[src/verilog/pkt_drop_config.svh]
/*
 * packet drop stage build constants.
 * stream lane count, statistics counter width and Wishbone bus widths.
 */

`ifndef PKT_DROP_CONFIG_SVH
`define PKT_DROP_CONFIG_SVH

// number of byte lanes on the stream.
`define PKT_DATA_BYTES 8

// width of each statistics counter.
`define PKT_CNT_WID 32

// Wishbone byte address and data widths.
`define WB_ADR_WID 4
`define WB_DAT_WID 32

`endif

[src/verilog/axis_pkg.sv]
/*
 * stream-side types for the packet drop stage.
 * payload field types and the output pipe mode.
 */

`include "pkt_drop_config.svh"

package axis_pkg;

   // ----------------------------------------
   // beat payload fields
   // ----------------------------------------
   typedef logic [`PKT_DATA_BYTES*8-1:0] axis_data_t;
   typedef logic [`PKT_DATA_BYTES-1:0]   axis_keep_t;

   // single sideband byte in place of tid/tdest.
   typedef logic [7:0] axis_user_t;

   // PUSH registers valid and data with ready passed through.
   // PULL is a skid buffer, ready comes from a flop too.
   typedef enum logic {
      PUSH,
      PULL
   } axis_pipe_mode_t;

endpackage

[src/verilog/csr_pkg.sv]
/*
 * register-side types for the drop statistics probe.
 * counter and bus data types, register map and bus FSM states.
 */

`include "pkt_drop_config.svh"

package csr_pkg;

   typedef logic [`PKT_CNT_WID-1:0] csr_cnt_t;
   typedef logic [`WB_DAT_WID-1:0]  wb_data_t;

   // ----------------------------------------
   // register map, byte offsets
   // ----------------------------------------
   typedef enum logic [`WB_ADR_WID-1:0] {
      DROP_PKTS  = 'h0,
      DROP_BYTES = 'h4,
      DROP_CTRL  = 'h8
   } csr_addr_t;

   // bus handshake states.
   typedef enum logic {
      WB_IDLE,
      WB_ACK
   } wb_state_t;

endpackage

[src/verilog/axis_drop.sv]
/*
 * packet drop stage.
 * discards the rest of the current packet once drop_pkt is seen,
 * forwards other beats through an output pipe and counts drops.
 */

`timescale 1ns/1ps

`include "pkt_drop_config.svh"

module axis_drop
   import axis_pkg::*;
#(
   parameter axis_pipe_mode_t OUT_PIPE_MODE = PULL
) (
   input  logic                   axi4s_in,
   input  logic                   rst,

   input  logic                   s_tvalid,
   output logic                   s_tready,
   input  axis_data_t             s_tdata,
   input  axis_keep_t             s_tkeep,
   input  logic                   s_tlast,
   input  axis_user_t             s_tuser,

   output logic                   m_tvalid,
   input  logic                   m_tready,
   output axis_data_t             m_tdata,
   output axis_keep_t             m_tkeep,
   output logic                   m_tlast,
   output axis_user_t             m_tuser,

   input  logic                   drop_pkt,

   input  logic                   wb_cyc,
   input  logic                   wb_stb,
   input  logic                   wb_we,
   input  logic [`WB_ADR_WID-1:0] wb_adr,
   input  logic [`WB_DAT_WID-1:0] wb_dat_w,
   output logic [`WB_DAT_WID-1:0] wb_dat_r,
   output logic                   wb_ack
);

   logic drop_latch;
   logic drop;
   logic s_xfer;
   logic pipe_tvalid;
   logic pipe_tready;

   assign s_xfer = s_tvalid && s_tready;

   // held until the packet's last beat is taken, end of packet wins.
   always_ff @(posedge axi4s_in) begin
      if (rst) begin
         drop_latch <= 1'b0;
      end else if (s_xfer && s_tlast) begin
         drop_latch <= 1'b0;
      end else if (drop_pkt) begin
         drop_latch <= 1'b1;
      end
   end

   assign drop = drop_pkt || drop_latch;

   // ----------------------------------------
   // steering
   // ----------------------------------------
   // dropped beats are always accepted and never reach the pipe.
   assign s_tready    = pipe_tready || drop;
   assign pipe_tvalid = s_tvalid && !drop;

   axis_out_pipe #(.MODE(OUT_PIPE_MODE)) u_out_pipe (
      .axi4s_in   (axi4s_in),
      .rst        (rst),
      .in_tvalid  (pipe_tvalid),
      .in_tready  (pipe_tready),
      .in_tdata   (s_tdata),
      .in_tkeep   (s_tkeep),
      .in_tlast   (s_tlast),
      .in_tuser   (s_tuser),
      .out_tvalid (m_tvalid),
      .out_tready (m_tready),
      .out_tdata  (m_tdata),
      .out_tkeep  (m_tkeep),
      .out_tlast  (m_tlast),
      .out_tuser  (m_tuser)
   );

   axis_probe u_probe (
      .axi4s_in  (axi4s_in),
      .rst       (rst),
      .beat_drop (s_xfer && drop),
      .beat_keep (s_tkeep),
      .beat_last (s_tlast),
      .wb_cyc    (wb_cyc),
      .wb_stb    (wb_stb),
      .wb_we     (wb_we),
      .wb_adr    (wb_adr),
      .wb_dat_w  (wb_dat_w),
      .wb_dat_r  (wb_dat_r),
      .wb_ack    (wb_ack)
   );

endmodule

[src/verilog/axis_out_pipe.sv]
/*
 * single registered stream stage.
 * PUSH form holds one beat, PULL form adds a skid entry so that
 * input ready is driven from a flop.
 */

`timescale 1ns/1ps

`include "pkt_drop_config.svh"

module axis_out_pipe
   import axis_pkg::*;
#(
   parameter axis_pipe_mode_t MODE = PULL
) (
   input  logic       axi4s_in,
   input  logic       rst,

   input  logic       in_tvalid,
   output logic       in_tready,
   input  axis_data_t in_tdata,
   input  axis_keep_t in_tkeep,
   input  logic       in_tlast,
   input  axis_user_t in_tuser,

   output logic       out_tvalid,
   input  logic       out_tready,
   output axis_data_t out_tdata,
   output axis_keep_t out_tkeep,
   output logic       out_tlast,
   output axis_user_t out_tuser
);

   logic in_xfer;
   logic load_out;

   assign in_xfer  = in_tvalid && in_tready;
   // output register is free or its beat leaves this cycle.
   assign load_out = !out_tvalid || out_tready;

   generate
      if (MODE == PUSH) begin : g_push

         assign in_tready = load_out;

         always_ff @(posedge axi4s_in) begin
            if (rst) begin
               out_tvalid <= 1'b0;
            end else if (load_out) begin
               out_tvalid <= in_tvalid;
            end
         end

         always_ff @(posedge axi4s_in) begin
            if (in_xfer) begin
               out_tdata <= in_tdata;
               out_tkeep <= in_tkeep;
               out_tlast <= in_tlast;
               out_tuser <= in_tuser;
            end
         end

      end else begin : g_pull

         logic       skid_vld;
         axis_data_t skid_tdata;
         axis_keep_t skid_tkeep;
         logic       skid_tlast;
         axis_user_t skid_tuser;

         // ready is low only while the skid entry holds a beat.
         assign in_tready = !skid_vld;

         always_ff @(posedge axi4s_in) begin
            if (rst) begin
               out_tvalid <= 1'b0;
               skid_vld   <= 1'b0;
            end else if (load_out) begin
               out_tvalid <= skid_vld || in_xfer;
               skid_vld   <= 1'b0;
            end else if (in_xfer) begin
               skid_vld <= 1'b1;
            end
         end

         // skid beat is older, so it goes out first.
         always_ff @(posedge axi4s_in) begin
            if (load_out) begin
               if (skid_vld) begin
                  out_tdata <= skid_tdata;
                  out_tkeep <= skid_tkeep;
                  out_tlast <= skid_tlast;
                  out_tuser <= skid_tuser;
               end else if (in_xfer) begin
                  out_tdata <= in_tdata;
                  out_tkeep <= in_tkeep;
                  out_tlast <= in_tlast;
                  out_tuser <= in_tuser;
               end
            end else if (in_xfer) begin
               skid_tdata <= in_tdata;
               skid_tkeep <= in_tkeep;
               skid_tlast <= in_tlast;
               skid_tuser <= in_tuser;
            end
         end

      end
   endgenerate

endmodule

[src/verilog/axis_probe.sv]
/*
 * drop statistics probe.
 * counts dropped packets and dropped bytes, and serves both counters
 * on a Wishbone classic slave port with a clear control bit.
 */

`timescale 1ns/1ps

`include "pkt_drop_config.svh"

module axis_probe
   import axis_pkg::*;
   import csr_pkg::*;
(
   input  logic                   axi4s_in,
   input  logic                   rst,

   input  logic                   beat_drop,
   input  axis_keep_t             beat_keep,
   input  logic                   beat_last,

   input  logic                   wb_cyc,
   input  logic                   wb_stb,
   input  logic                   wb_we,
   input  logic [`WB_ADR_WID-1:0] wb_adr,
   input  wb_data_t               wb_dat_w,
   output wb_data_t               wb_dat_r,
   output logic                   wb_ack
);

   wb_state_t state;
   csr_cnt_t  drop_pkts;
   csr_cnt_t  drop_bytes;
   csr_addr_t req_addr;
   logic      req;
   logic      clr;

   // number of valid byte lanes in a beat.
   function automatic csr_cnt_t keep_bytes(input axis_keep_t keep);
      csr_cnt_t n;
      n = '0;
      for (int i = 0; i < `PKT_DATA_BYTES; i++) begin
         n = n + csr_cnt_t'(keep[i]);
      end
      return n;
   endfunction

   // ----------------------------------------
   // bus handshake
   // ----------------------------------------
   assign req_addr = csr_addr_t'(wb_adr);
   assign req      = (state == WB_IDLE) && wb_cyc && wb_stb;
   assign clr      = req && wb_we && (req_addr == DROP_CTRL) && wb_dat_w[0];
   assign wb_ack   = (state == WB_ACK);

   // single cycle ack, then back to idle.
   always_ff @(posedge axi4s_in) begin
      if (rst) begin
         state <= WB_IDLE;
      end else if (req) begin
         state <= WB_ACK;
      end else begin
         state <= WB_IDLE;
      end
   end

   // read data sampled at the request edge, unknown offsets read zero.
   always_ff @(posedge axi4s_in) begin
      if (req) begin
         case (req_addr)
            DROP_PKTS:  wb_dat_r <= wb_data_t'(drop_pkts);
            DROP_BYTES: wb_dat_r <= wb_data_t'(drop_bytes);
            default:    wb_dat_r <= '0;
         endcase
      end
   end

   // ----------------------------------------
   // counters
   // ----------------------------------------
   // a clear wins over a dropped beat in the same cycle.
   always_ff @(posedge axi4s_in) begin
      if (rst || clr) begin
         drop_pkts  <= '0;
         drop_bytes <= '0;
      end else if (beat_drop) begin
         drop_bytes <= drop_bytes + keep_bytes(beat_keep);
         if (beat_last) begin
            drop_pkts <= drop_pkts + 1'b1;
         end
      end
   end

endmodule

[src/verilog/pkt_drop_top.sv]
/*
 * packet drop subsystem top level.
 * drop stage built with a skid buffer on the egress side.
 */

`timescale 1ns/1ps

`include "pkt_drop_config.svh"

module pkt_drop_top
   import axis_pkg::*;
(
   input  logic                   axi4s_in,
   input  logic                   rst,

   input  logic                   s_tvalid,
   output logic                   s_tready,
   input  axis_data_t             s_tdata,
   input  axis_keep_t             s_tkeep,
   input  logic                   s_tlast,
   input  axis_user_t             s_tuser,

   output logic                   m_tvalid,
   input  logic                   m_tready,
   output axis_data_t             m_tdata,
   output axis_keep_t             m_tkeep,
   output logic                   m_tlast,
   output axis_user_t             m_tuser,

   input  logic                   drop_pkt,

   input  logic                   wb_cyc,
   input  logic                   wb_stb,
   input  logic                   wb_we,
   input  logic [`WB_ADR_WID-1:0] wb_adr,
   input  logic [`WB_DAT_WID-1:0] wb_dat_w,
   output logic [`WB_DAT_WID-1:0] wb_dat_r,
   output logic                   wb_ack
);

   // registered ready toward the sender.
   axis_drop #(.OUT_PIPE_MODE(PULL)) u_drop (
      .axi4s_in (axi4s_in),
      .rst      (rst),
      .s_tvalid (s_tvalid),
      .s_tready (s_tready),
      .s_tdata  (s_tdata),
      .s_tkeep  (s_tkeep),
      .s_tlast  (s_tlast),
      .s_tuser  (s_tuser),
      .m_tvalid (m_tvalid),
      .m_tready (m_tready),
      .m_tdata  (m_tdata),
      .m_tkeep  (m_tkeep),
      .m_tlast  (m_tlast),
      .m_tuser  (m_tuser),
      .drop_pkt (drop_pkt),
      .wb_cyc   (wb_cyc),
      .wb_stb   (wb_stb),
      .wb_we    (wb_we),
      .wb_adr   (wb_adr),
      .wb_dat_w (wb_dat_w),
      .wb_dat_r (wb_dat_r),
      .wb_ack   (wb_ack)
   );

endmodule
[config.mk]
export PLATFORM = sky130hd
export DESIGN_NAME = pkt_drop_top
export DESIGN_NICKNAME = d
export VERILOG_FILES = /design/src/verilog/axis_pkg.sv /design/src/verilog/csr_pkg.sv /design/src/verilog/axis_drop.sv /design/src/verilog/axis_out_pipe.sv /design/src/verilog/axis_probe.sv /design/src/verilog/pkt_drop_top.sv
export VERILOG_INCLUDE_DIRS = /design/src /design/src/verilog
export SDC_FILE = /design/constraint.sdc
export NUM_CORES = 1
export LEC_CHECK = 0
export BUFFER_PORTS_ARGS = -buffer_cell sky130_fd_sc_hd__buf_4
export CAP_MARGIN = 20
export CORE_UTILIZATION = 45
export DETAILED_ROUTE_END_ITERATION = 10
export GPL_ROUTABILITY_DRIVEN = 0
export PLACE_DENSITY = 0.69
export REMOVE_ABC_BUFFERS = 1
export SYNTH_ARGS = -nofsm -noshare
export SYNTH_HDL_FRONTEND = slang
export SYNTH_SLANG_ARGS = --single-unit
[constraint.sdc]
create_clock -name axi4s_in -period 10.36 [get_ports axi4s_in]
set_input_delay 1.036 -clock axi4s_in [delete_from_list [all_inputs] [get_ports axi4s_in]]
set_output_delay 1.036 -clock axi4s_in [all_outputs]
set_load 0.03 [all_outputs]
== After elaboration in Yosys (flattened, before gate mapping) ==
Index checks and enable logic that the tools add are counted.

* Add/sub/neg operators: 9
* Equal/unequal tests: 2
* Muxes and demuxes: 10
* Bitwise gates (word level): 2
* Reductions and logical operators: 25

{| class="wikitable"
|+ Operators by type and width
! operator !! count
|-
| $mux W64 || 2
|-
| $pmux W32 S2 || 1
|-
| $add A32 B1 Y32 const B || 1
|-
| $add A32 B8 Y32 || 1
|-
| $mux W8 || 4
|-
| $logic_and A1 B1 Y1 || 10
|-
| $add A7 B1 Y8 || 1
|-
| $add A6 B1 Y7 || 1
|-
| $add A5 B1 Y6 || 1
|-
| $reduce_and A2 Y1 || 3
|-
| $add A4 B1 Y5 || 1
|-
| $logic_or A1 B1 Y1 || 5
|-
| $add A3 B1 Y4 || 1
|-
| $eq A4 B3 Y1 const B || 1
|-
| $eq A4 B4 Y1 const B || 1
|-
| $logic_not A4 Y1 || 1
|-
| $reduce_or A2 Y1 || 2
|-
| $add A2 B1 Y3 || 1
|-
| $logic_not A1 Y1 || 3
|-
| $mux W1 || 3
|-
| $add A1 B1 Y2 || 1
|-
| $not A1 Y1 || 2
|-
| $reduce_bool A2 Y1 || 1
|}

* Bits in registers: 262
* Bits of input ports: 125
* Word-level logic and storage cells: 63

== Depth between registers and ports, before layout ==
* Word-level depth: 8
* Gate-level depth with buffers: 13
* Gate-level depth less buffers: 12

== Cells and area by module ==
Synthesis repeated with hierarchy kept, for this count alone.

* Cell total of the unflattened synthesis: 713
* Area, all modules: 10550.1 um^2

{| class="wikitable"
|+ By module, submodules not included
! module !! times used !! cells each !! area each (um^2) !! sequential area each (um^2)
|-
| axis_out_pipe || 1 || 261 || 5934.4 || 4904.7
|-
| axis_probe || 1 || 446 || 4565.6 || 2262.2
|-
| axis_drop || 1 || 6 || 50.0 || 20.0
|}

== Least setup slack after synthesis ==
Ideal clock, no wire load.

* Path kind: input to register
* Start: input port drop_pkt
* End: register u_drop.u_out_pipe.g_pull.skid_tdata[0], enable pin
* Setup time: 0.620 ns
* Arrival time: 6.799 ns
* Required time: 9.740 ns
* Slack: 2.941 ns
* Cell stages on the path: 3
* Buffers on the path: 0
* Cell sequence: nor2_1 nand2_1 nor3_1

* Word-level cells in the longest chain between the ends: 5

{| class="wikitable"
|+ RTL lines
! element !! line !! RTL
|-
| from (decl) || pkt_drop_top.sv:30 || <nowiki>input logic drop_pkt,</nowiki>
|-
| $logic_or A1 B1 Y1 || axis_drop.sv:63 || <nowiki>assign drop = drop_pkt || drop_latch;</nowiki>
|-
| $logic_not A1 Y1 || axis_drop.sv:70 || <nowiki>assign pipe_tvalid = s_tvalid && !drop;</nowiki>
|-
| $logic_and A1 B1 Y1 || axis_drop.sv:70 ||
|-
| $logic_and A1 B1 Y1 || axis_out_pipe.sv:37 || <nowiki>assign in_xfer = in_tvalid && in_tready;</nowiki>
|-
| $reduce_and A2 Y1 (no line) || -- ||
|-
| to (signal assigned) || axis_out_pipe.sv:101 || <nowiki>skid_tdata <= in_tdata;</nowiki>
|-
| to (decl) || axis_out_pipe.sv:66 || <nowiki>axis_data_t skid_tdata;</nowiki>
|}

No other way between the ends.
A chain may end at the register's enable or synchronous reset.

== Worst setup path in the final report ==
* Start: input port s_tkeep[0]
* End: register u_drop.u_probe.drop_bytes[26]

* Word-level cells in the longest chain between the ends: 8

{| class="wikitable"
|+ RTL lines
! element !! line !! RTL
|-
| from (decl) || pkt_drop_top.sv:19 || <nowiki>input axis_keep_t s_tkeep,</nowiki>
|-
| $add A1 B1 Y2 || axis_probe.sv:43 || <nowiki>n = n + csr_cnt_t'(keep[i]);</nowiki>
|-
| $add A2 B1 Y3 || axis_probe.sv:43 ||
|-
| $add A3 B1 Y4 || axis_probe.sv:43 ||
|-
| $add A4 B1 Y5 || axis_probe.sv:43 ||
|-
| $add A5 B1 Y6 || axis_probe.sv:43 ||
|-
| $add A6 B1 Y7 || axis_probe.sv:43 ||
|-
| $add A7 B1 Y8 || axis_probe.sv:43 ||
|-
| $add A32 B8 Y32 || axis_probe.sv:87 || <nowiki>drop_bytes <= drop_bytes + keep_bytes(beat_keep);</nowiki>
|-
| to (signal assigned) || axis_probe.sv:87 ||
|-
| to (decl) || axis_probe.sv:33 || <nowiki>csr_cnt_t drop_bytes;</nowiki>
|}

No other way between the ends.

==> results.yml <==
global_route:
  track_usage_pct: 18.2
  grt_pass1_wl_mm: 34.3
  grt_antenna_before_repair: 0
  grt-ovfl-total: 0
  first_global_vias: 6331
  grt_max_degree: 82
routing:
  routed_wl_mm: 21.7
  drtIter0Drc: 342
  drc: 0
  dr.pass1.iters: 4
  ant_nets: 0
  via_count: 6446
  via_per_inst: 5.22
  routedWlPerCell_um: 17.6
setup_path:
  cp_top_family: "adder cells"
  critPathMaxFanout: 13
  end_kind: "flip-flop"
  critical_path.slowest_cell: "fa_1"
  cp_cell_sequence: "buf_4 > fa_1 > inv_1 > fa_1 > fa_1 > fa_1 > fa_1 > nand2b_1 > a21oi_1 > buf_4 > nand3_1 > or4b_1 > a21oi_1"
  worst_setup_path_start_kind: "input port"
  slowest_delay_ps: 530
  cp_common_cell: "fa_1"
  critPathRequiredTime_ps: 10820
  worst-setup-path-type: "input port to flip-flop"
  cp.buffers_inverters: 3
  cp.arrival_ps: 4820
timing:
  fin_tns_setup_ps: 0
  fin_ws_ps: 5990
  post-route-period-util_pct: 42.2
  slew_headroom_pct: 27.3
  setup_viol: 0
  hold_violations: 0
  finalMaxSlewViolations: 0
  rsz0062_at_grt: "false"
  whs_ps: 473
  finalClockSkew_ps: 6.44
  fmax_mhz: 229
  worstMarginPinSlew_ps: 1090
  min_period_ps: 4370
clock_tree:
  cts_tree: "yes"
  cts_buffer_depth: 3
  clkTransAtPathRegs_ps: 60
  post-cts-setup-buffer-count: 0
  ctsHoldBuffers: 0
  cts_made_buffers: 28
  cts.sinks: 262
  cts_root_buffer: "clkbuf_16"
  clock_latency_ps: 530
  htree_levels: 1
  cts_resized: 0
synthesis:
  synth_cell_type_count: 45
  ys_seq_area_share_pct: 69.0
  ys_async_sr_fraction_pct: 0
  synth_warnings: 0
  synth_area_sq_um: 10400
  yosys_most_used_dff: "edfxtp_1"
  syn_area_per_cell_sq_um: 14.7
  synth_edf_count: 194
  synth_cells: 710
  synth-seq-cells: 262
placement:
  dp.final_hpwl_mm: 14.1
  post-place-ws_ps: 5490
  io_buffers: 209
  placed_area_sq_um: 12300
  placed_cells: 1181
floorplan:
  start_util_pct: 46.0
  row_count: 55
  die-width_um: 154
  die-area_sq_um: 23800
  coreArea_sq_um: 22600
  die_h_um: 154
  pin_count: 241
run:
  cap_violations: 0
pwr:
  cellLeakagePower_nw: 4.84
  power.total_mw: 2.32
  irDropWorstVdd_mv: 0.107
  power.density_nw_per_um2: 175
run_status:
  status: "complete, no violations"
layout:
  nets: 1064
  fin_util_pct: 58.4
  num_antenna_cells: 0
  area_growth_pct: 27.0
  drive_above_1_share_pct: 36.7
  final.fill_count: 1835
  instances_no_fill: 1234
  fin_area_sq_um: 13200
hold_path:
  min_path_type: "flip-flop to flip-flop"
state kept, by name, indices dropped and copies added, names as in the netlist, 8 cells and up:
| name | cells |
|---|---|
| u_drop.u_out_pipe.g_pull.skid_tkeep | 8 |
| u_drop.u_out_pipe.out_tuser | 8 |
| u_drop.u_out_pipe.out_tkeep | 8 |
| u_drop.u_probe.drop_bytes | 32 |
| u_drop.u_out_pipe.g_pull.skid_tdata | 64 |
| u_drop.u_probe.wb_dat_r | 32 |
| u_drop.u_out_pipe.out_tdata | 64 |
| u_drop.u_out_pipe.g_pull.skid_tuser | 8 |
| u_drop.u_probe.drop_pkts | 32 |
placed cells by master (no fill, tap or decap), drive strengths merged, types with 4 or more instances in the layout:
cell type  instances
a211oi             4
a21oi             17
a22o              32
and2               5
and3              11
and4              10
buf              220
clkbuf            47
dfxtp             68
edfxtp           194
fa                 5
ha                 7
inv               11
mux2              76
nand2             25
nand2b             4
nand3             15
nand4             27
nor2              63
nor3               5
o211ai             5
o21ai             16
or3                8
xor2              47
tightest hold or removal path, stage by stage, from the launching register on:
cell and delay (ps):
dfxtp_1 320, nand2_1 60, a21oi_1 50
cell type report:
type	count	area [sq um]	share of cell area, %
multi-input combinational	404	3070	23.2
clock buffer	47	845	6.38
sequential	262	7190	54.4
clock inverter	5	56.3	0.426
timing repair buffer	220	1670	12.6
tap	285	357	2.70
inverter	11	41.3	0.312
path summary, 6_finish.rpt:
path                                                  start                                         end  slack (ps)  cells after the start
setup / recovery                                 s_tkeep[0]  u_drop.u_probe.drop_bytes[26]$_SDFFE_PP0P_        5990                     13
hold / removal    u_drop.u_probe.drop_bytes[3]$_SDFFE_PP0P_   u_drop.u_probe.drop_bytes[3]$_SDFFE_PP0P_         470                      2
setup reg to reg  u_drop.u_probe.drop_bytes[0]$_SDFFE_PP0P_  u_drop.u_probe.drop_bytes[26]$_SDFFE_PP0P_        6760                     11
hold reg to reg   u_drop.u_probe.drop_bytes[3]$_SDFFE_PP0P_   u_drop.u_probe.drop_bytes[3]$_SDFFE_PP0P_         470                      2
synthesized netlist by cell type (all sizes together) (3+ instances only):
cell type	number	area share, %
nand2	25	0.90
a22o	32	2.7
o211ai	5	0.36
mux2	76	8.2
nor2	63	2.3
nor3	5	0.29
fa	5	0.96
nand3	15	0.77
xor2	47	4.0
ha	7	0.84
nor4	3	0.18
or3	8	0.48
nand4b	3	0.25
nand4	27	1.6
and3	11	0.66
a21oi	17	0.85
o21ai	16	0.77
and2	5	0.30
edfxtp	194	56
inv	11	0.40
nand2b	4	0.24
buf	9	0.54
xnor2	3	0.25
and4	10	0.89
clkbuf	24	0.87
a211oi	4	0.29
dfxtp	68	13
cells by family (layout without fill, tap and decap cells):
kind of cell,after synthesis,in the layout,synth area share [%]
XOR/XNOR,50,50,4.20
adder cells (fa/ha/maj),12,12,1.80
flip-flops,262,262,69.0
multiplexers,76,76,8.22
buffers and inverters,44,283,1.80
AND/OR/NAND/NOR,186,186,9.38
AO/OA/AOI/OAI,80,80,5.59
routing by layer:
layer  global-route usage, %  part of all wire (%)  vias to the layer above
li1                        -                     -                     3107
met1                    25.8                    46                     3116
met2                    28.6                    45                      197
met3                    3.72                   7.0                       26
met4                    4.76                   1.6                        0
met5                       0                     0                        -
power breakdown:
part	internal (mW)	leakage, nW	switching [mW]	total, mW
clock	0.578	0.434	0.386	0.964
combinational	0.0804	2.09	0.109	0.189
sequential	1.16	2.32	0.00901	1.16
Note: power is estimated with default switching activity, not from simulation.
